`src/hdl/lsuPkg.sv`:
```
package lsuPkg;

    // --------------------
    // Basic types
    // --------------------

    typedef logic [31:0] Data;         // Address, register value or memory word
    typedef logic [4:0]  RegIdx;       // Register number
    typedef logic [2:0]  Funct3;       // Load/store funct3 field

    typedef enum logic [1:0] {
        ACC_BYTE,                      // 8 bit access
        ACC_HALF,                      // 16 bit access
        ACC_WORD                       // 32 bit access
    } DataAccess;

    typedef enum logic [1:0] {
        ERR_NONE,                      // Access completed
        ERR_ILLEGAL,                   // Undefined funct3
        ERR_ALIGN                      // Misaligned address
    } ErrCode;

    // --------------------
    // funct3 codes
    // --------------------

    // Loads
    localparam Funct3 F3_LB  = 3'd0;
    localparam Funct3 F3_LH  = 3'd1;
    localparam Funct3 F3_LW  = 3'd2;
    localparam Funct3 F3_LBU = 3'd4;
    localparam Funct3 F3_LHU = 3'd5;

    // Stores, 3 and above undefined
    localparam Funct3 F3_SB  = 3'd0;
    localparam Funct3 F3_SH  = 3'd1;
    localparam Funct3 F3_SW  = 3'd2;

endpackage

```
`src/hdl/lsuExecute.sv`:
```
`timescale 1ns/1ps

module lsuExecute (
    input  logic              i_clock,       // Clock
    input  logic              i_arstN,       // Async reset, active low
    input  logic              i_valid,
    input  lsuPkg::Data       i_base,
    input  lsuPkg::Data       i_offset,
    input  lsuPkg::Data       i_storeData,
    input  lsuPkg::RegIdx     i_rd,
    input  lsuPkg::DataAccess i_access,
    input  logic              i_unsigned,
    input  logic              i_rdEnable,
    input  logic              i_wrEnable,
    input  logic              i_illegal,
    output logic              o_valid,
    output lsuPkg::Data       o_addr,        // Byte address
    output lsuPkg::Data       o_storeData,
    output lsuPkg::RegIdx     o_rd,
    output lsuPkg::DataAccess o_access,
    output logic              o_unsigned,
    output logic              o_rdEnable,
    output logic              o_wrEnable,
    output lsuPkg::ErrCode    o_err);        // Access error

    lsuPkg::Data    addr;
    logic           misaligned;
    lsuPkg::ErrCode err;

    assign addr       = i_base + i_offset;
    assign misaligned = ((i_access == lsuPkg::ACC_HALF) && addr[0]) ||
                        ((i_access == lsuPkg::ACC_WORD) && (addr[1:0] != 2'b00));
    assign err        = i_illegal  ? lsuPkg::ERR_ILLEGAL :   // Illegal wins
                        misaligned ? lsuPkg::ERR_ALIGN : lsuPkg::ERR_NONE;

    always_ff @(posedge i_clock or negedge i_arstN) begin
        if (!i_arstN)
            o_valid <= 1'b0;
        else
            o_valid <= i_valid;
    end

    always_ff @(posedge i_clock) begin
        o_addr      <= addr;
        o_storeData <= i_storeData;
        o_rd        <= i_rd;
        o_access    <= i_access;
        o_unsigned  <= i_unsigned;
        o_err       <= err;
        o_rdEnable  <= i_rdEnable & (err == lsuPkg::ERR_NONE);  // Faulty access never
        o_wrEnable  <= i_wrEnable & (err == lsuPkg::ERR_NONE);  // reaches the RAM
    end

endmodule

```
`config.mk`:
```
export PLATFORM = sky130hd
export DESIGN_NAME = lsuExecute
export DESIGN_NICKNAME = d
export VERILOG_FILES = /design/src/hdl/lsuPkg.sv /design/src/hdl/lsuExecute.sv
export SDC_FILE = /design/constraint.sdc
export NUM_CORES = 1
export LEC_CHECK = 0
export BUFFER_PORTS_ARGS = -buffer_cell sky130_fd_sc_hd__clkbuf_2
export CORE_ASPECT_RATIO = 0.75
export CORE_MARGIN = 1.5
export CORE_UTILIZATION = 25
export DETAILED_ROUTE_END_ITERATION = 10
export PLACE_DENSITY = 0.58
export RECOVER_POWER = 100
export SYNTH_ARGS = -nofsm -noshare
export SYNTH_HDL_FRONTEND = slang
export SYNTH_SLANG_ARGS = --single-unit
```
`constraint.sdc`:
```
create_clock -name i_clock -period 0.9 [get_ports i_clock]
set_clock_uncertainty 0.2 [all_clocks]
set_input_delay 0.18 -clock i_clock [delete_from_list [all_inputs] [get_ports i_clock]]
set_output_delay 0.18 -clock i_clock [all_outputs]
set_load 0.02 [all_outputs]
```
==> impl_metrics.py, run 1 <==
metrics = {
    "outcome": {
        "status": "finished, violations left",
        "violations": "hold timing, setup timing",
    },
    "clocking": {
        "numCtsBuffers": 9,
        "root_buffer": "clkbuf_16",
        "cts_sinks": 77,
        "cts-hold-fix-buffers": 43,
        "cts.path.max_buffers": 2,
        "cts_tree": "yes",
        "htreeDepth": 3,
        "path_clk_slew_ns": 0.07,
    },
    "drt": {
        "routedWlPerCell_um": 16.1,
        "routed_via_density": 4.49,
        "wl_mm": 13.9,
        "drtPass1Iterations": 4,
        "num_vias": 3876,
        "drt_iter0_markers": 123,
        "drc": 0,
        "ant_nets": 0,
    },
    "floorplan": {
        "core_um2": 13100,
        "design.portCount": 187,
        "initial_core_util_pct": 25.9,
        "die_area_um2": 14300,
        "rows": 36,
        "die_x_um": 138,
        "die_h_um": 104,
    },
    "grt": {
        "globalRouteOverflowTotal": 0,
        "grt_antenna_before_repair": 0,
        "grt_util_all_layers_pct": 18.2,
        "grt_first_pass_wirelength_mm": 19.9,
        "grt_pass1_vias": 3908,
        "grt_max_degree": 16,
    },
    "place": {
        "dpl.cell_count": 787,
        "gp_congestion": 0.850,
        "place_area_um2": 5530,
        "dp_hpwl_mm": 9.66,
        "io_buffers": 186,
    },
    "synthesis": {
        "netlist_top_cells_count": "76 x dfxtp_1, 36 x a21oi_1, 31 x ha_1",
        "yosysSeqAreaShare_pct": 45.6,
        "synth-xor-area-share_pct": 7.74,
        "synth_cell_types": 49,
        "syn_area_per_cell_um2": 9.98,
        "synthFlopType": "dfxtp_1",
        "synth-simple-area-share_pct": 11.2,
        "ys_ff_latch": 77,
        "synthMuxAreaShare_pct": 0.295,
        "synth_compound_area_share_pct": 21.3,
        "async_flop_share_pct": 1.30,
        "synth_warnings": 0,
        "synth.most_common_cell": "dfxtp_1",
        "synthAdderAreaFrac_pct": 12.0,
        "synth_cells": 340,
        "synth_largest_area_cell": "dfxtp_1",
        "synth_top_family_by_area": "compound AO/OA/AOI/OAI gates",
        "synth_edf_count": 0,
        "synth_top_area_share_pct": 44.8,
        "synth_area_leaders": "dfxtp_1 45%, ha_1 11%, a21oi_1 5.3%",
        "syn_nets": 482,
        "synth_area_um2": 3390,
    },
    "finish": {
        "area_delta_synth_final_pct": 130,
        "fillCellCount": 999,
        "finalInstanceArea_um2": 7820,
        "drive_gt1_share_pct": 71.8,
        "layout.cells.non_filler": 863,
        "final_net_count": 829,
        "diodes": 0,
    },
    "worst_setup_path": {
        "path_common_cell": "buf_6",
        "worstPathRequired_ns": 0.97,
        "cp_data_arrival_time_ns": 2.08,
        "worstSetupPathType": "input pin to flop",
        "cp-start-kind": "input pin",
        "cp_cell_sequence": "buf_6, ha_4, fa_2, a21o_1, a221oi_4, buf_4, buf_6, a21oi_4, o21a_1, nor2_1, xnor2_1",
        "cp-end-kind": "flop",
        "critPathMaxStageDelay_ns": 0.36,
        "critPathSlowestCell": "fa_2",
        "crit_fanout": 3,
    },
    "sta": {
        "finalWorstSetupSlack_ns": -1.11,
        "holdWs_ns": -0.131,
        "final.setup.tns_ns": -46.03,
        "rsz0062_at_grt": "true",
        "finalCriticalPeriod_ns": 2.01,
        "max_slew.worst_pin.slew_ns": 0.396,
        "hold_violations": 5,
        "fmax_mhz": 498,
        "timing.final.crit_share_pct": 223,
        "relSlewSlack_pct": 73.4,
        "finalSetupViolCount": 111,
        "drv_slew": 0,
    },
    "power_and_ir_drop": {
        "irDropWorstVdd_v": 0.00166,
        "power_density_nw_per_um2": 1650,
        "p_leak_uw": 0.00348,
    },
    "hold_path": {
        "min_path_type": "input pin to flop",
    },
    "job": {
        "maxCapViolCount": 0,
    },
}
[cells in the final DEF (no fill, tap or decap), types with 3 or more instances in the layout]
| master | instances |
|---|---|
| ha_4 | 24 |
| nor3_1 | 5 |
| nand2_2 | 6 |
| a211oi_2 | 3 |
| inv_1 | 5 |
| nand4_1 | 8 |
| dfxtp_2 | 75 |
| buf_8 | 78 |
| o21bai_1 | 4 |
| a21oi_2 | 10 |
| o21ai_1 | 4 |
| clkbuf_2 | 99 |
| xnor2_2 | 6 |
| buf_4 | 105 |
| a41oi_2 | 3 |
| and2_4 | 3 |
| xor2_1 | 10 |
| a21o_1 | 8 |
| o21a_1 | 6 |
| and3_1 | 4 |
| o21ai_0 | 7 |
| nand2_1 | 19 |
| clkbuf_16 | 9 |
| o211ai_1 | 3 |
| buf_6 | 20 |
| nand3_1 | 3 |
| nor2_2 | 4 |
| ha_1 | 6 |
| a21oi_1 | 18 |
| a21oi_4 | 9 |
| dlygate4sd3_1 | 43 |
| xnor2_1 | 14 |
| nor2_1 | 13 |
| o21ai_2 | 9 |
[per-stage QoR]
| step | util, % | power [uW] | setup WS, ns |
|---|---|---|---|
| floorplan | - | 5980 | -1.22 |
| global placement | 42.2 | 7570 | -1.48 |
| detailed placement | 42.2 | 7600 | -1.52 |
| CTS | 56.6 | 12400 | -1.06 |
| global route | 59.7 | 13500 | -1.17 |
| finish | 59.7 | 12900 | -1.11 |
[routing by layer]
layer / wire [um] / vias up / GRT usage [%] / part of all wire (%)
li1: - / 1928 / - / -
met1: 5900 / 1799 / 21.9 / 43
met2: 6860 / 139 / 31.4 / 49
met3: 998 / 10 / 5.51 / 7.2
met4: 119 / 0 / 4.29 / 0.86
met5: 0 / - / 0 / 0
[cell families (layout without fill, tap and decap cells)]
kind of cell	count (synthesis)	after routing
AO/OA/AOI/OAI	106	106
adder cells (fa/ha/maj)	32	32
flip-flops	77	77
AND/OR/NAND/NOR	79	79
buffers and inverters	15	367
multiplexers	1	1
XOR/XNOR	30	30
[state kept, by name, indices dropped and copies added (netlist names)]
register,flops
o_access,2
o_addr,32
o_err,2
o_rd,5
o_rdEnable,1
o_storeData,32
o_unsigned,1
o_valid,1
o_wrEnable,1
[repair_timing]
action	CTS	global route
pin swaps	30	34
setup endpoints to repair	111	111
buffers inserted	10	10
endpoints found under the hold margin	51	6
resized for setup	283	141
[worst paths after layout]
| path | start | to | slack [ns] | cells after the start |
|---|---|---|---|---|
| hold / removal | i_rdEnable | o_rdEnable$_DFF_P_ | -0.13 | 2 |
| max in group asynchronous | i_arstN | o_valid$_DFF_PN0_ | 0.48 | 2 |
| min in group asynchronous | i_arstN | o_valid$_DFF_PN0_ | -0.07 | 2 |
| setup / recovery | i_base[0] | o_addr[10]$_DFF_P_ | -1.11 | 11 |
[cell type report]
cell class	count	area [um^2]	area share [%]
timing repair buffer	346	3120	40.0
multi-input combinational	248	2540	32.5
sequential	77	1640	21.0
clock buffer	9	225	2.88
tap	171	214	2.74
clock inverter	7	57.6	0.736
inverter	5	18.8	0.240
[power breakdown]
group / switching [uW] / leakage [uW] / total, uW / internal [uW]
Sequential: 303 / 0.000654 / 4250 / 3940
Clock: 1590 / 0.000134 / 3490 / 1910
Combinational: 2230 / 0.00269 / 5170 / 2940
[worst max-delay path: cells and delay by family]
family	cells	cell delay, ns
AOI/OAI and AO/OA	4	0.77
xor gates and xnor gates	1	0.12
adders and majority gates	2	0.52
buffers and inverters	3	0.39
and+or+nand+nor	1	0.11
(Power assumes the default switching activity.)
==> run 2: changes to the inputs <==
--- a/config.mk
+++ b/config.mk
@@ -8,10 +8,11 @@
 export BUFFER_PORTS_ARGS = -buffer_cell sky130_fd_sc_hd__clkbuf_2
 export CORE_ASPECT_RATIO = 0.75
 export CORE_MARGIN = 1.5
-export CORE_UTILIZATION = 25
+export CORE_UTILIZATION = 48
 export DETAILED_ROUTE_END_ITERATION = 10
-export PLACE_DENSITY = 0.58
+export PLACE_DENSITY = 0.93
 export RECOVER_POWER = 100
+export SKIP_CTS_REPAIR_TIMING = 1
 export SYNTH_ARGS = -nofsm -noshare
 export SYNTH_HDL_FRONTEND = slang
 export SYNTH_SLANG_ARGS = --single-unit
==> run 2 against run 1 <==
Compared with the run above:
- synthesized cell count stayed put
- synthesized area did not move
- the flow now stops in global routing (5_1_grt)
==> impl_metrics.py, run 2 <==
metrics = {
    "outcome": {
        "status": "did not finish",
        "failing_step": "global routing (5_1_grt)",
        "error_line": "[ERROR DPL-0038] Utilization greater than 100%, impossible to legalize",
    },
    "synthesis": {
        "synth_edf_count": 0,
        "netlist_top_cells_count": "76 x dfxtp_1, 36 x a21oi_1, 31 x ha_1",
        "synthFlopType": "dfxtp_1",
        "syn_area_per_cell_um2": 9.98,
        "yosysSeqAreaShare_pct": 45.6,
        "async_flop_share_pct": 1.30,
        "synth_cell_types": 49,
        "synth_largest_area_cell": "dfxtp_1",
        "synth_top_area_share_pct": 44.8,
        "ys_ff_latch": 77,
        "synth.most_common_cell": "dfxtp_1",
        "synth_cells": 340,
        "synth_area_um2": 3390,
        "synth_area_leaders": "dfxtp_1 45%, ha_1 11%, a21oi_1 5.3%",
        "syn_nets": 482,
        "synth_warnings": 0,
    },
    "clocking": {
        "cts_sinks": 77,
        "root_buffer": "clkbuf_8",
        "numCtsBuffers": 9,
        "cts.path.max_buffers": 2,
        "htreeDepth": 3,
    },
    "place": {
        "dp_hpwl_mm": 9.84,
        "post-place-ws_ns": -1.49,
        "gp_congestion": 0.983,
        "io_buffers": 186,
    },
    "sta": {
        "grt_repair_worst_endpoint": "o_addr[26]$_DFF_P_/D",
        "endpoint_type": "sequential cell input",
    },
    "floorplan": {
        "die_x_um": 100,
        "die_h_um": 75.8,
        "design.portCount": 187,
        "initial_core_util_pct": 49.7,
        "rows": 26,
    },
    "grt": {
        "grt_max_degree": 16,
    },
}
## run 2: cell counts after synthesis
Identical to the previous run, type by type.
## run 2: cells by family after synthesis
family          Yosys count  synth area share [%]
fa+ha+maj                32                  12.0
compound gates          106                  21.3
xor+xnor                 30                  7.74
flops                    77                  45.6
mux                       1                 0.295
buf+inv                  15                  1.88
simple gates             79                  11.2
## run 2: metrics by stage
stage	instance area [um^2]	setup TNS, ns	cells
4_1_cts	5610	-51.37	717
2_1_floorplan	3720	-28.83	340
3_5_place_dp	5430	-38.94	701
3_3_place_gp	5430	-36.97	701
==> run 3: changes to the inputs <==
--- a/config.mk
+++ b/config.mk
@@ -6,11 +6,10 @@
 export NUM_CORES = 1
 export LEC_CHECK = 0
 export BUFFER_PORTS_ARGS = -buffer_cell sky130_fd_sc_hd__clkbuf_2
-export CORE_ASPECT_RATIO = 0.75
 export CORE_MARGIN = 1.5
-export CORE_UTILIZATION = 48
+export CORE_UTILIZATION = 35
 export DETAILED_ROUTE_END_ITERATION = 10
-export PLACE_DENSITY = 0.93
+export PLACE_DENSITY_LB_ADDON = 0.15
 export RECOVER_POWER = 100
 export SKIP_CTS_REPAIR_TIMING = 1
 export SYNTH_ARGS = -nofsm -noshare
==> run 3 against run 2 <==
Compared with the run above:
- the flow now finishes, with violations (hold timing, setup timing)
==> impl_metrics.py, run 3 (synthesis results as in run 1) <==
metrics = {
    "place": {
        "gp_congestion": 0.850,
        "dp_hpwl_mm": 9.20,
        "dpl.cell_count": 743,
        "io_buffers": 186,
        "post-place-ws_ns": -1.47,
        "place_area_um2": 5460,
    },
    "finish": {
        "diodes": 0,
        "layout.cells.non_filler": 812,
        "drive_gt1_share_pct": 66.8,
        "final_cell_mix": "107 x clkbuf_2, 102 x buf_4, 83 x buf_6, 75 x dfxtp_2, 45 x dlygate4sd3_1",
        "finalInstanceArea_um2": 6960,
        "area_delta_synth_final_pct": 105,
        "final_net_count": 820,
        "final_common_cell": "clkbuf_2",
        "reg.largest.list": "o_addr (32), o_storeData (32), o_rd (5)",
        "fillCellCount": 635,
    },
    "power_and_ir_drop": {
        "p_leak_uw": 0.00320,
        "irDropWorstVdd_v": 0.000902,
        "power_density_nw_per_um2": 1660,
    },
    "clocking": {
        "cts.path.max_buffers": 2,
        "cts_sinks": 77,
        "root_buffer": "clkbuf_8",
        "cts_tree": "yes",
        "htreeDepth": 3,
        "path_clk_slew_ns": 0.09,
        "numCtsBuffers": 9,
    },
    "sta": {
        "final.setup.tns_ns": -48.86,
        "rsz0062_at_grt": "true",
        "relSlewSlack_pct": 67.7,
        "holdWs_ns": -0.140,
        "finalCriticalPeriod_ns": 2.04,
        "drv_slew": 0,
        "hold_violations": 6,
        "finalSetupViolCount": 110,
        "max_slew.worst_pin.slew_ns": 0.480,
        "fmax_mhz": 490,
        "timing.final.crit_share_pct": 227,
        "finalWorstSetupSlack_ns": -1.14,
    },
    "floorplan": {
        "core_um2": 9330,
        "die_x_um": 101,
        "rows": 35,
        "die_h_um": 101,
        "initial_core_util_pct": 36.4,
        "design.portCount": 187,
        "die_area_um2": 10300,
    },
    "hold_path": {
        "hold_end": "o_addr[0]$_DFF_P_",
        "min_path_type": "input pin to flop",
        "holdPathStages": 2,
        "worst_hold_startpoint": "i_base[0]",
    },
    "outcome": {
        "status": "finished, violations left",
        "violations": "hold timing, setup timing",
    },
    "grt": {
        "grt_first_pass_wirelength_mm": 16.6,
        "grtUsageMet3_pct": 4.14,
        "busiest_layer": "met2",
        "grt_antenna_before_repair": 0,
        "grt_max_degree": 16,
        "grt_util_met1_pct": 24.2,
        "grt_util_met2_pct": 37.2,
        "grt_util_all_layers_pct": 21.0,
        "globalRouteOverflowTotal": 0,
        "grt_pass1_vias": 3549,
    },
    "worst_setup_path": {
        "cp-end-kind": "flop",
        "cp-start-kind": "input pin",
        "cp_data_arrival_time_ns": 2.07,
        "worstSetupPathType": "input pin to flop",
        "crit_fanout": 4,
        "worstPathRequired_ns": 0.93,
    },
    "drt": {
        "drtPass1Iterations": 4,
        "drc": 0,
        "drt_iter0_markers": 68,
        "ant_nets": 0,
        "num_vias": 3998,
        "routed_via_density": 4.92,
        "routedWlPerCell_um": 17.2,
        "wl_mm": 14.0,
    },
    "job": {
        "maxCapViolCount": 0,
    },
}
==> run 3: layer usage <==
metal | part of all wire [%] | wire length, um | vias up
li1 | - | - | 1907
met1 | 39 | 5520 | 1894
met2 | 51 | 7150 | 162
met3 | 5.9 | 824 | 35
met4 | 3.5 | 483 | 0
met5 | 0 | 0 | -
==> run 3: worst max-delay path, stage by stage <==
cell       delay [ns]
buf_6            0.10
ha_4             0.15
fa_2             0.35
a21o_1           0.24
a221oi_4         0.30
buf_4            0.18
a2111oi_4        0.06
o21ai_2          0.23
and4b_1          0.22
nor3_1           0.05
==> run 3: area by class of cell <==
cell class	count	area, um^2	share of cell area (%)
clock buffers	9	124	1.78
clock inverters	7	80.1	1.15
inverters	5	18.8	0.270
multi-input cells	248	2240	32.3
flip-flops and latches	77	1640	23.6
well taps	129	161	2.32
repair buffers	337	2690	38.6
==> run 3: how the worst max path moves through the flow <==
stage                      from            endpoint  slack, ns
floorplan             i_base[0]  o_addr[18]$_DFF_P_      -1.22
global placement      i_base[0]  o_addr[18]$_DFF_P_      -1.41
detailed placement    i_base[0]  o_addr[18]$_DFF_P_      -1.47
CTS                   i_base[0]  o_addr[30]$_DFF_P_      -1.10
global route        i_offset[0]  o_addr[28]$_DFF_P_      -1.19
finish              i_offset[0]  o_addr[28]$_DFF_P_      -1.14
==> run 3: report_power, final <==
group / internal [uW] / total (uW) / switching (uW)
clock network: 1330 / 2820 / 1490
registers: 3930 / 4190 / 251
logic: 2410 / 4510 / 2110
total: 7670 / 11500 / 3850
==> run 3: stage by stage <==
| stage | utilization, % | total power (uW) | hold WS [ns] |
|---|---|---|---|
| after global placement | 58.5 | 7530 | -0.245 |
| final | 74.6 | 11500 | -0.140 |
| after detailed placement | 58.5 | 7580 | -0.245 |
| after CTS | 60.7 | 10400 | -0.635 |
| after global routing | 74.6 | 12000 | -0.151 |
| after floorplan | - | 5980 | -0.316 |
