`config.mk`:
```
export PLATFORM = sky130hd
export DESIGN_NAME = lsuResult
export DESIGN_NICKNAME = d
export VERILOG_FILES = /design/src/hdl/lsuPkg.sv /design/src/hdl/lsuResult.sv
export SDC_FILE = /design/constraint.sdc
export NUM_CORES = 1
export LEC_CHECK = 0
export BUFFER_PORTS_ARGS = -buffer_cell sky130_fd_sc_hd__buf_2
export CAP_MARGIN = 15
export CORE_ASPECT_RATIO = 1.1
export CORE_MARGIN = 10
export CORE_UTILIZATION = 55
export DETAILED_ROUTE_END_ITERATION = 8
export HOLD_SLACK_MARGIN = 0.15
export PLACE_DENSITY = 0.81
export SLEW_MARGIN = 20
export SYNTH_ARGS = -nofsm -noshare
export SYNTH_HDL_FRONTEND = slang
export SYNTH_SLANG_ARGS = --single-unit
export TNS_END_PERCENT = 10
```
`constraint.sdc`:
```
create_clock -name i_clock -period 4.4 [get_ports i_clock]
set_input_delay 0.88 -clock i_clock [delete_from_list [all_inputs] [get_ports i_clock]]
set_output_delay 0.88 -clock i_clock [all_outputs]
set_load 0.02 [all_outputs]
```
`src/hdl/lsuPkg.sv`:
```
package lsuPkg;

    // --------------------
    // Basic types
    // --------------------

    typedef logic [31:0] Data;         // Address, register value or memory word
    typedef logic [4:0]  RegIdx;       // Register number
    typedef logic [2:0]  Funct3;       // Load/store funct3 field

    typedef enum logic [1:0] {
        ACC_BYTE,                      // 8 bit access
        ACC_HALF,                      // 16 bit access
        ACC_WORD                       // 32 bit access
    } DataAccess;

    typedef enum logic [1:0] {
        ERR_NONE,                      // Access completed
        ERR_ILLEGAL,                   // Undefined funct3
        ERR_ALIGN                      // Misaligned address
    } ErrCode;

    // --------------------
    // funct3 codes
    // --------------------

    // Loads
    localparam Funct3 F3_LB  = 3'd0;
    localparam Funct3 F3_LH  = 3'd1;
    localparam Funct3 F3_LW  = 3'd2;
    localparam Funct3 F3_LBU = 3'd4;
    localparam Funct3 F3_LHU = 3'd5;

    // Stores, 3 and above undefined
    localparam Funct3 F3_SB  = 3'd0;
    localparam Funct3 F3_SH  = 3'd1;
    localparam Funct3 F3_SW  = 3'd2;

endpackage

```
`src/hdl/lsuResult.sv`:
```
`timescale 1ns/1ps

module lsuResult #(
    parameter int CREDITS = 4)                     // Queue depth
(
    input  logic           i_clock,                // Clock
    input  logic           i_arstN,                // Async reset, active low
    input  logic           i_valid,                // Result from memory stage
    input  lsuPkg::RegIdx  i_rd,
    input  logic           i_isLoad,
    input  lsuPkg::Data    i_addr,
    input  lsuPkg::Data    i_memData,
    input  lsuPkg::ErrCode i_err,
    input  logic           i_resCredit,            // Consumer returns one credit
    output logic           o_credit,               // Producer gets one credit
    output logic           o_resValid,
    output lsuPkg::RegIdx  o_resRd,
    output lsuPkg::Data    o_resData,
    output logic           o_resWrEn,
    output lsuPkg::ErrCode o_resErr);

    localparam int PTR_W = (CREDITS > 1) ? $clog2(CREDITS) : 1;
    localparam int CNT_W = $clog2(CREDITS + 1);

    lsuPkg::RegIdx  qRd   [CREDITS];
    lsuPkg::Data    qData [CREDITS];
    logic           qWrEn [CREDITS];
    lsuPkg::ErrCode qErr  [CREDITS];

    logic [PTR_W-1:0] wrPtr, rdPtr;
    logic [CNT_W-1:0] count;                       // Entries in queue
    logic [CNT_W-1:0] outCredits;                  // Consumer credits held
    logic             deq;

    assign deq        = (count != '0) && (outCredits != '0);
    assign o_resValid = deq;
    assign o_resRd    = qRd[rdPtr];
    assign o_resData  = qData[rdPtr];
    assign o_resWrEn  = qWrEn[rdPtr];
    assign o_resErr   = qErr[rdPtr];

    // Write-back data select and queue storage
    always_ff @(posedge i_clock) begin
        if (i_valid) begin
            qRd[wrPtr]   <= i_rd;
            qData[wrPtr] <= i_isLoad ? i_memData : i_addr;
            qWrEn[wrPtr] <= i_isLoad & (i_err == lsuPkg::ERR_NONE);
            qErr[wrPtr]  <= i_err;
        end
    end

    // --------------------
    // Pointers and credits
    // --------------------

    always_ff @(posedge i_clock or negedge i_arstN) begin
        if (!i_arstN) begin
            wrPtr      <= '0;
            rdPtr      <= '0;
            count      <= '0;
            outCredits <= CNT_W'(CREDITS);
            o_credit   <= 1'b0;
        end else begin
            if (i_valid)
                wrPtr <= (wrPtr == PTR_W'(CREDITS - 1)) ? '0 : wrPtr + 1'b1;
            if (deq)
                rdPtr <= (rdPtr == PTR_W'(CREDITS - 1)) ? '0 : rdPtr + 1'b1;
            count      <= count + CNT_W'(i_valid) - CNT_W'(deq);
            outCredits <= outCredits + CNT_W'(i_resCredit) - CNT_W'(deq);
            o_credit   <= deq;                     // Slot freed last cycle
        end
    end

endmodule

```
==> impl_metrics.env, run 1 <==
export IMPL_status="finished, final reports clean"
export IMPL_grt_usage_pct=15.0
export IMPL_rrSetupSlack_ns=2.30
export IMPL_start_kind="flip-flop"
export IMPL_critical_path_top_delay_family="multiplexers"
export IMPL_worst_pin_slew_ns=1.08
export IMPL_setup_tns_ns=0
export IMPL_die_w_microns=126
export IMPL_initial_utilization_pct=56.3
export IMPL_fmax_mhz=335
export IMPL_routed_wl_microns=12400
export IMPL_syn_area_sq_mm=0.00681
export IMPL_worstPathArrival_ns=2.10
export IMPL_ios=118
export IMPL_r2r_start="outCredits[2]"
export IMPL_area_growth_pct=18.5
export IMPL_yosys_warnings=0
export IMPL_syn_instance_count=298
export IMPL_nNetsFinal=507
export IMPL_cts_sinks=171
export IMPL_yosys_area_share_simple_pct=1.40
export IMPL_cts_resized=0
export IMPL_cts_tree="done"
export IMPL_dr_pass1_iters=5
export IMPL_leakage_nw=2.90
export IMPL_r2r_cells=8
export IMPL_setup_viol=0
export IMPL_clock_path_buffers=2
export IMPL_synthXorXnorAreaFrac_pct=0.514
export IMPL_ys_top_cells_by_area="edfxtp_1, mux4_2, mux2_2"
export IMPL_synth_compound_area_share_pct=0.220
export IMPL_postCtsSetupRepairBufs=0
export IMPL_min_period_ns=2.98
export IMPL_syn_nets=383
export IMPL_grt_overflow=0
export IMPL_dp_cells=557
export IMPL_clkSlewWorstSetupHoldPaths_ns=0.06
export IMPL_fin_crit_sh_pct=67.8
export IMPL_crit_buf_inv=2
export IMPL_critical_path_class="reg -> out"
export IMPL_antenna_found_initial=1
export IMPL_yosysTopAreaCell="edfxtp_1"
export IMPL_path_max_fanout=18
export IMPL_synthAdderAreaFrac_pct=1.87
export IMPL_grt_pass1_wl_microns=19900
export IMPL_routabilityCongestion=0.675
export IMPL_h_tree_depth=4
export IMPL_slowest_stage="mux4_1"
export IMPL_postCtsHoldBufs=0
export IMPL_clock_latency_ns=0.41
export IMPL_critical_path_max_stage_delay_ns=0.61
export IMPL_antenna_left=0
export IMPL_portBuffers=117
export IMPL_synthMuxAreaShare_pct=19.1
export IMPL_critPathLaunch="rdPtr[0]"
export IMPL_synth_top_family_by_area="multiplexers"
export IMPL_die_height_microns=137
export IMPL_grt_setup_unrepaired="no"
export IMPL_rr_endpoint="outCredits[2]"
export IMPL_syn_avg_cell_area_sq_um=22.9
export IMPL_grt_max_degree=43
export IMPL_cts_buffers=17
export IMPL_required_ns=3.52
export IMPL_synth_top_area_share_pct=70.5
export IMPL_post_drt_wl_per_cell_microns=21.1
export IMPL_cts_root_buf="clkbuf_16"
export IMPL_grt_pass1_vias=3677
export IMPL_powerDensity_mw_per_mm2=674
export IMPL_max_slew_margin_rel_pct=28.0
export IMPL_synth_seq_cells=171
export IMPL_core_area_sq_mm=0.0121
export IMPL_endpoint_kind="primary output"
export IMPL_finClkSkew_ns=0.00877
export IMPL_dieArea_sq_mm=0.0172
export IMPL_vdd_drop_max_uv=434
export IMPL_maxCapViolCount=0
export IMPL_route_detailed_drc=0
export IMPL_vias=3246
export IMPL_stdcell_count=587
export IMPL_viasPerCell=5.53
export IMPL_dp_hpwl_microns=7910
export IMPL_maxSlewViolCount=0
export IMPL_layout_drive_gt1_share_pct=52.0
export IMPL_ys_seq_area_share_pct=74.6
export IMPL_diodes=0
export IMPL_min_path_type="in -> async"
export IMPL_hold_viol_final=0
export IMPL_initialDrtViolationCount=146
export IMPL_std_cell_rows=42
export IMPL_synth_cell_types=24
export IMPL_path_cells="buf_4 > mux4_1 > buf_2"
==> where the power goes <==
group / switching [mW] / internal [mW]
logic: 0.908 / 0.726
registers: 0.187 / 2.13
clock network: 0.548 / 0.942
==> layout make-up <==
| type | instances | area [sq um] |
|---|---|---|
| Clock buffer | 22 | 444 |
| Clock inverter | 8 | 145 |
| Fill cell | 803 | 4020 |
| Inverter | 6 | 22.5 |
| Multi-Input combinational cell | 107 | 1580 |
| Sequential cell | 171 | 5080 |
| Tap cell | 154 | 193 |
| Timing Repair Buffer | 119 | 601 |
==> routing by layer <==
layer | part of all wire (%) | GRT usage (%) | up-vias | wire (microns)
met3 | 5.8 | 5.30 | 11 | 712
met5 | 0.11 | 0 | - | 13
met1 | 40 | 17.6 | 1674 | 4990
met2 | 53 | 25.2 | 91 | 6560
met4 | 0.73 | 4.87 | 2 | 90
li1 | - | - | 1468 | -
==> Yosys cell counts <==
| cell type | number |
|---|---|
| nand2_1 | 5 |
| or3_1 | 1 |
| inv_1 | 5 |
| dfrtp_1 | 10 |
| buf_6 | 1 |
| mux2_4 | 2 |
| inv_2 | 1 |
| mux4_1 | 2 |
| xnor2_1 | 4 |
| nor3b_1 | 1 |
| and2_1 | 4 |
| or2_1 | 1 |
| o21ai_0 | 3 |
| dfstp_2 | 1 |
| fa_1 | 2 |
| clkbuf_1 | 1 |
| edfxtp_1 | 160 |
| buf_12 | 4 |
| mux4_2 | 38 |
| mux2_2 | 32 |
| buf_2 | 8 |
| nor3_2 | 2 |
| ha_1 | 7 |
| nor2_1 | 3 |
==> per-stage QoR <==
stage | power (mW) | instance area, sq um | hold slack, ns | setup slack (ns) | utilization (%)
global route | 5.73 | 8070 | 0.338 | 1.24 | 66.7
finish | 5.44 | 8070 | 0.346 | 1.42 | 66.7
detailed placement | 4.03 | 7480 | 0.552 | 1.78 | 61.9
floorplan | 3.57 | 6810 | 0.485 | 2.15 | -
CTS | 5.53 | 8070 | 0.332 | 1.34 | 66.7
global placement | 3.96 | 7480 | 0.521 | 1.84 | 61.9
==> how the worst max path moves through the flow <==
| stage | slack (ns) | depth (start not counted) | to |
|---|---|---|---|
| 2_1_floorplan | 2.15 | 1 | qData[3][0] |
| 3_3_place_gp | 1.84 | 2 | o_resRd[2] |
| 3_5_place_dp | 1.78 | 3 | o_resData[31] |
| 4_1_cts | 1.34 | 3 | o_resData[31] |
| 5_1_grt | 1.24 | 3 | o_resData[31] |
| 6_report | 1.42 | 3 | o_resData[31] |
==> cells by family (layout without fill, tap and decap cells) <==
kind of cell    count (synthesis)  count (layout)
compound gates                  3               3
xor+xnor                        4               4
fa+ha+maj                       9               9
buf+inv                        20             155
flops                         171             171
mux                            74              74
simple gates                   17              17
==> cell usage in the layout, fill, tap and decap left out, types with 2 or more instances in the layout <==
cell,Yosys,final
edfxtp_1,160,160
buf_2,8,117
mux4_2,38,38
mux2_2,32,32
clkbuf_16,0,17
dfrtp_1,10,8
ha_1,7,7
inv_1,5,5
nand2_1,5,5
clkbuf_1,1,5
xnor2_1,4,4
bufinv_16,0,4
nor2_1,3,3
o21ai_0,3,3
nor3_2,2,2
and2_4,0,2
and2_2,0,2
mux4_1,2,2
mux2_4,2,2
fa_1,2,2
buf_4,0,2
dfrtp_2,0,2
==> flip-flops by register name (all words and copies together) (netlist names) <==
| name | cells |
|---|---|
| wrPtr | 2 |
| outCredits | 3 |
| qRd | 20 |
| count | 3 |
| o_credit | 1 |
| qWrEn | 4 |
| rdPtr | 2 |
| qData | 128 |
| qErr | 8 |
==> worst reg2reg max path: cells and delay by family, from the launching register on <==
kind,cells,cell delay (ns)
buffers and inverters,1,0.05
XOR/XNOR,2,0.37
AO/OA/AOI/OAI,1,0.16
flip-flops,1,0.56
adder cells (fa/ha/maj),2,0.54
AND/OR/NAND/NOR,2,0.33
Note: power is estimated with default switching activity, not from simulation.
==> inputs of run 2 (changes only) <==
- ABC_AREA: unset -> 1
- PLACE_DENSITY: 0.81 -> 0.8
- clock period: 4.4 -> 3.1 ns (I/O delays scaled with it)
==> run 2 against run 1 <==
  * Clock-buffer cell count decreased by 4
  * Non-clock buffer count increased by 11
  * Die area is 11% higher
  * Cell count is 64% higher
  * Sequential cell count stayed put
  * Synthesized area is 13% higher
  * Critical path type unchanged
  * Critical endpoint is now o_resData[29]
  * Highest routed layer is now met4
==> impl_metrics.env, run 2 <==
export IMPL_status="finished, final reports clean"
export IMPL_cts_buffers=17
export IMPL_diodes=0
export IMPL_fin_crit_sh_pct=84.1
export IMPL_synth_compound_area_share_pct=10.7
export IMPL_postCtsSetupRepairBufs=0
export IMPL_vdd_drop_max_uv=589
export IMPL_dp_hpwl_microns=10800
export IMPL_setup_viol=0
export IMPL_ys_flop_type="edfxtp_1"
export IMPL_worst_pin_slew_ns=0.753
export IMPL_initial_utilization_pct=55.9
export IMPL_synth_cell_types=25
export IMPL_grt_pass1_wl_microns=26400
export IMPL_clock_latency_ns=0.42
export IMPL_p_total_mw=8.86
export IMPL_syn_instance_count=646
export IMPL_routed_wl_microns=16700
export IMPL_yosys_warnings=0
export IMPL_maxCapViolCount=0
export IMPL_viasPerCell=5.19
export IMPL_area_growth_pct=18.1
export IMPL_layout_drive_gt1_share_pct=30.8
export IMPL_nNetsFinal=846
export IMPL_die_w_microns=133
export IMPL_start_kind="flip-flop"
export IMPL_required_ns=2.48
export IMPL_ys_top_cells_by_area="edfxtp_1, nand2_1, o211ai_2"
export IMPL_yosysMostFrequentCell="nand2_1"
export IMPL_die_height_microns=144
export IMPL_grt_usage_pct=17.6
export IMPL_vias=4981
export IMPL_ios=118
export IMPL_leakage_nw=3.93
export IMPL_postPlaceCellArea_sq_mm=0.00840
export IMPL_synthXorXnorAreaFrac_pct=0.114
export IMPL_synth_edff_count=160
export IMPL_largest_reg_flops=128
export IMPL_cts_sinks=171
export IMPL_syn_nets=731
export IMPL_path_max_fanout=99
export IMPL_grt_pass1_vias=5304
export IMPL_yosys_area_share_simple_pct=13.5
export IMPL_ys_seq_area_share_pct=66.2
export IMPL_regMostFlops="qData"
export IMPL_fmax_mhz=384
export IMPL_design_area_sq_mm=0.00906
export IMPL_setup_tns_ns=0
export IMPL_grt_overflow=0
export IMPL_synth_seq_cells=171
export IMPL_grt_setup_unrepaired="no"
export IMPL_clkSlewWorstSetupHoldPaths_ns=0.06
export IMPL_synthTopCellsByCount="nand2_1, edfxtp_1, inv_1"
export IMPL_syn_avg_cell_area_sq_um=11.9
export IMPL_final_cell_mix="nand2_1, edfxtp_1, buf_2"
export IMPL_max_slew_margin_rel_pct=49.8
export IMPL_endpoint_kind="primary output"
export IMPL_std_cell_rows=45
export IMPL_dr_pass1_iters=5
export IMPL_min_period_ns=2.61
export IMPL_grt_max_degree=100
export IMPL_powerDensity_mw_per_mm2=978
export IMPL_synth_top_family_by_area="simple AND/OR/NAND/NOR gates"
export IMPL_cts_root_buf="clkbuf_16"
export IMPL_syn_area_sq_mm=0.00768
export IMPL_synth_top_area_share_pct=62.6
export IMPL_antenna_left=0
export IMPL_clock_path_buffers=2
export IMPL_yosysTopAreaCell="edfxtp_1"
export IMPL_min_path_type="in -> reg"
export IMPL_synthAdderAreaFrac_pct=1.66
export IMPL_dieArea_sq_mm=0.0191
export IMPL_critical_path_class="reg -> out"
export IMPL_routabilityCongestion=0.798
export IMPL_finClkSkew_ns=0.00607
export IMPL_synthMuxAreaShare_pct=0
export IMPL_cts_tree="done"
export IMPL_post_drt_wl_per_cell_microns=17.4
export IMPL_top_regs="qData: 128 flops, qRd: 20 flops, qErr: 8 flops"
export IMPL_maxSlewViolCount=0
export IMPL_portBuffers=117
export IMPL_hold_viol_final=0
export IMPL_route_detailed_drc=0
export IMPL_initialDrtViolationCount=512
export IMPL_core_area_sq_mm=0.0137
export IMPL_final_common_cell="nand2_1"
export IMPL_antenna_found_initial=1
export IMPL_synth_async_sr_flop_share_pct=6.43
export IMPL_h_tree_depth=4
export IMPL_worstPathArrival_ns=1.99
[run 2: cell types whose count changed after synthesis, moves of 9 or more]
cell / previous run / this run
o211ai_1: 0 / 40
buf_6: 1 / 10
nand2_1: 5 / 207
mux2_2: 32 / 0
buf_2: 8 / 19
inv_1: 5 / 94
nand2_2: 0 / 30
mux4_2: 38 / 0
o211ai_2: 0 / 40
[run 2: where the power goes]
group	switching (mW)	leakage, nW	internal (mW)	total (mW)
Combinational	2.21	2.01	1.08	3.28
Clock	0.828	0.313	1.50	2.33
Sequential	0.228	1.60	3.02	3.25
Total	3.26	3.93	5.60	8.86
[run 2: worst paths after layout]
kind,cells past startpoint,start,slack (ns),endpoint
max in group asynchronous,2,i_arstN,2.23,outCredits[2]
min reg2reg,3,wrPtr[0],0.61,wrPtr[0]
max reg2reg,8,outCredits[1],1.20,count[2]
max,5,rdPtr[0],0.49,o_resData[29]
min in group asynchronous,2,i_arstN,0.60,wrPtr[0]
min,1,i_rd[1],0.42,qRd[3][1]
[run 2: final cells by class]
type	count	area (sq um)
sequential	171	5090
timing repair buffer	130	736
clock inverter	12	223
clock buffer	18	429
multi-input combinational	344	1990
tap	188	235
fill	988	4680
inverter	97	364
[run 2: per-layer routing]
layer / GRT usage (%) / up-vias / wire length, microns
li1: - / 2401 / -
met3: 4.47 / 23 / 1120
met4: 6.32 / 0 / 256
met1: 20.5 / 2368 / 6700
met2: 31.0 / 189 / 8660
met5: 0 / - / 0
[run 2: worst max-delay path, stage by stage (launching register included)]
cell      delay, ns
dfrtp_4        0.57
buf_12         0.43
nand2_1        0.12
o211ai_1       0.11
nand2_1        0.14
buf_2          0.19
[run 2: cells by family (layout without fill, tap and decap cells)]
| kind of cell | count (synthesis) | in the layout |
|---|---|---|
| AND/OR/NAND/NOR | 251 | 251 |
| AO/OA/AOI/OAI | 83 | 83 |
| buffers and inverters | 131 | 257 |
| adder cells (fa/ha/maj) | 9 | 9 |
| flip-flops | 171 | 171 |
| XOR/XNOR | 1 | 1 |
[run 2: per-stage QoR]
step	hold WS (ns)	instances	util (%)	worst slack (ns)
floorplan	0.324	646	-	1.26
global placement	0.504	929	61.1	0.755
detailed placement	0.501	929	61.1	0.707
CTS	0.404	960	66.0	0.474
global route	0.407	960	66.0	0.393
finish	0.416	960	66.0	0.493
[run 2: timing repair]
| action | CTS | global route |
|---|---|---|
| endpoints found under the hold margin | 10 | 0 |
| gates resized for setup | 0 | 0 |
| hold buffers | 1 | 0 |
==> inputs of run 3 (changes only) <==
- clock period: 3.1 -> 2.45 ns (I/O delays scaled with it)
==> run 3 against run 2 <==
  * Sequential share of layout area is essentially flat
  * Non-clock buffer count increased by 4
  * Cell count rose by 0.63%
  * Combinational power grew 32%
  * Via count fell by 0.64%
  * Sequential power up 25%
  * First-iteration DRC count is 33% lower
  * Largest cell class unchanged
==> impl_metrics.env, run 3 (synthesis results as in run 2) <==
export IMPL_die_w_microns=133
export IMPL_pwr_share_comb_pct=39.6
export IMPL_finClkSkew_ns=0.00938
export IMPL_slowest_stage="dfrtp_2"
export IMPL_design_area_sq_mm=0.00907
export IMPL_setup_viol=0
export IMPL_critPathLaunch="rdPtr[1]"
export IMPL_routed_wl_microns=16700
export IMPL_setup_tns_ns=0
export IMPL_dr_pass1_iters=4
export IMPL_p_switching_mw=4.16
export IMPL_ios=118
export IMPL_routabilityCongestion=0.782
export IMPL_largest_reg_flops=128
export IMPL_critical_path_top_delay_family="buffers and inverters"
export IMPL_cts_sinks=171
export IMPL_critical_path_class="reg -> out"
export IMPL_grt_usage_pct=17.6
export IMPL_dp_hpwl_microns=11100
export IMPL_hold_viol_final=0
export IMPL_hold_start="i_rd[0]"
export IMPL_final_common_cell="nand2_1"
export IMPL_crit_buf_inv=3
export IMPL_grt_pass1_vias=5200
export IMPL_diodes=0
export IMPL_final_cell_mix="nand2_1, edfxtp_1, buf_2"
export IMPL_seq_power_share_pct=37.1
export IMPL_endpoint_kind="primary output"
export IMPL_place_ws_ns=0.551
export IMPL_antenna_left=0
export IMPL_grt_max_degree=53
export IMPL_area_growth_pct=18.1
export IMPL_clock_path_buffers=2
export IMPL_path_cells="inv_2 > buf_12 > o211ai_2 > nand2_1 > buf_2"
export IMPL_critical_path_max_stage_delay_ns=0.40
export IMPL_p_total_mw=10.9
export IMPL_leakage_nw=3.93
export IMPL_grt_setup_unrepaired="no"
export IMPL_antenna_found_initial=0
export IMPL_regMostFlops="qData"
export IMPL_min_period_ns=2.29
export IMPL_vias=4949
export IMPL_h_tree_depth=4
export IMPL_initial_utilization_pct=55.9
export IMPL_portBuffers=117
export IMPL_r2r_start="outCredits[1]"
export IMPL_min_path_type="in -> reg"
export IMPL_required_ns=1.96
export IMPL_core_area_sq_mm=0.0137
export IMPL_layout_drive_gt1_share_pct=31.1
export IMPL_postPlaceCellArea_sq_mm=0.00849
export IMPL_maxSlewViolCount=0
export IMPL_viasPerCell=5.12
export IMPL_cts_tree="done"
export IMPL_clkSlewWorstSetupHoldPaths_ns=0.06
export IMPL_setup_slack_ns=0.162
export IMPL_top_regs="qData: 128 flops, qRd: 20 flops, qErr: 8 flops"
export IMPL_status="finished, final reports clean"
export IMPL_vdd_drop_max_uv=634
export IMPL_maxCapViolCount=0
export IMPL_powerDensity_mw_per_mm2=1210
export IMPL_nNetsFinal=850
export IMPL_fmax_mhz=437
export IMPL_cts_resized=0
export IMPL_grt_overflow=0
export IMPL_post_drt_wl_per_cell_microns=17.3
export IMPL_clock_latency_ns=0.41
export IMPL_cts_root_buf="clkbuf_16"
export IMPL_dieArea_sq_mm=0.0191
export IMPL_start_kind="flip-flop"
export IMPL_swShare_pct=38.0
export IMPL_std_cell_rows=45
export IMPL_fin_crit_sh_pct=93.4
export IMPL_worstPathArrival_ns=1.80
export IMPL_p_clk_share_pct=23.3
export IMPL_die_height_microns=144
export IMPL_final_util_pct=66.0
export IMPL_path_max_fanout=16
export IMPL_cts_buffers=17
export IMPL_route_detailed_drc=0
export IMPL_initialDrtViolationCount=344
export IMPL_max_slew_margin_rel_pct=55.9
export IMPL_grt_pass1_wl_microns=26400
export IMPL_worst_pin_slew_ns=0.660
export IMPL_internal_power_mw=6.79
==> run 3: changes by cell type in the layout (fill, tap and decap cells not counted) <==
cell | previous run | this run
bufinv_16 | 6 | 2
buf_12 | 4 | 9
clkbuf_1 | 1 | 3
inv_6 | 0 | 2
buf_4 | 8 | 6
buf_6 | 0 | 1
clkinv_2 | 1 | 5
clkinv_4 | 3 | 1
==> run 3: repair_timing <==
item / in CTS / in global routing
endpoints found under the hold margin: 10 / 0
hold buffers: 1 / 0
setup endpoints to repair: 0 / 1
buffers inserted: 0 / 1
==> run 3: power groups by stage <==
stage                     Combinational [mW]  Clock (mW)  Sequential [mW]
final                                   4.33        2.55             4.06
after global routing                    4.76        2.69             4.11
after CTS                               4.34        2.58             4.09
after detailed placement                4.32           0             4.15
after global placement                  4.18           0             4.11
after floorplan                         3.12           0             4.04
==> run 3: routing by layer <==
| layer | track usage, % | up-vias | share of wire, % |
|---|---|---|---|
| met4 | 6.20 | 0 | 1.5 |
| li1 | - | 2403 | - |
| met1 | 19.8 | 2380 | 40 |
| met3 | 5.13 | 21 | 5.2 |
| met2 | 31.3 | 145 | 53 |
| met5 | 0 | - | 0 |
==> run 3: through the flow <==
step | cells | hold WS [ns]
after floorplan | 646 | 0.194
after global placement | 932 | 0.377
after detailed placement | 932 | 0.377
after CTS | 965 | 0.273
after global routing | 966 | 0.270
final | 966 | 0.292
==> run 3: path summary, 6_finish.rpt <==
kind,end,slack (ns),depth (start not counted)
worst max-delay path,o_resData[16],0.16,5
worst min register to register,outCredits[2],0.62,3
max in group asynchronous,outCredits[2],1.70,2
worst min-delay path,qRd[3][0],0.29,1
min in group asynchronous,count[0],0.48,2
worst max register to register,count[2],0.53,8
==> run 3: worst reg2reg max path, delay by kind of cell, from the launching register on <==
| kind | cells | cell delay, ns |
|---|---|---|
| fa+ha+maj | 2 | 0.58 |
| compound gates | 1 | 0.16 |
| flops | 1 | 0.46 |
| simple gates | 5 | 0.64 |
==> run 3: cell type report <==
cell class | count | area (sq um)
Clock buffer | 20 | 437
Clock inverter | 12 | 123
Fill cell | 1033 | 4670
Inverter | 97 | 364
Multi-Input combinational cell | 344 | 1990
Sequential cell | 171 | 5090
Tap cell | 188 | 235
Timing Repair Buffer | 134 | 832
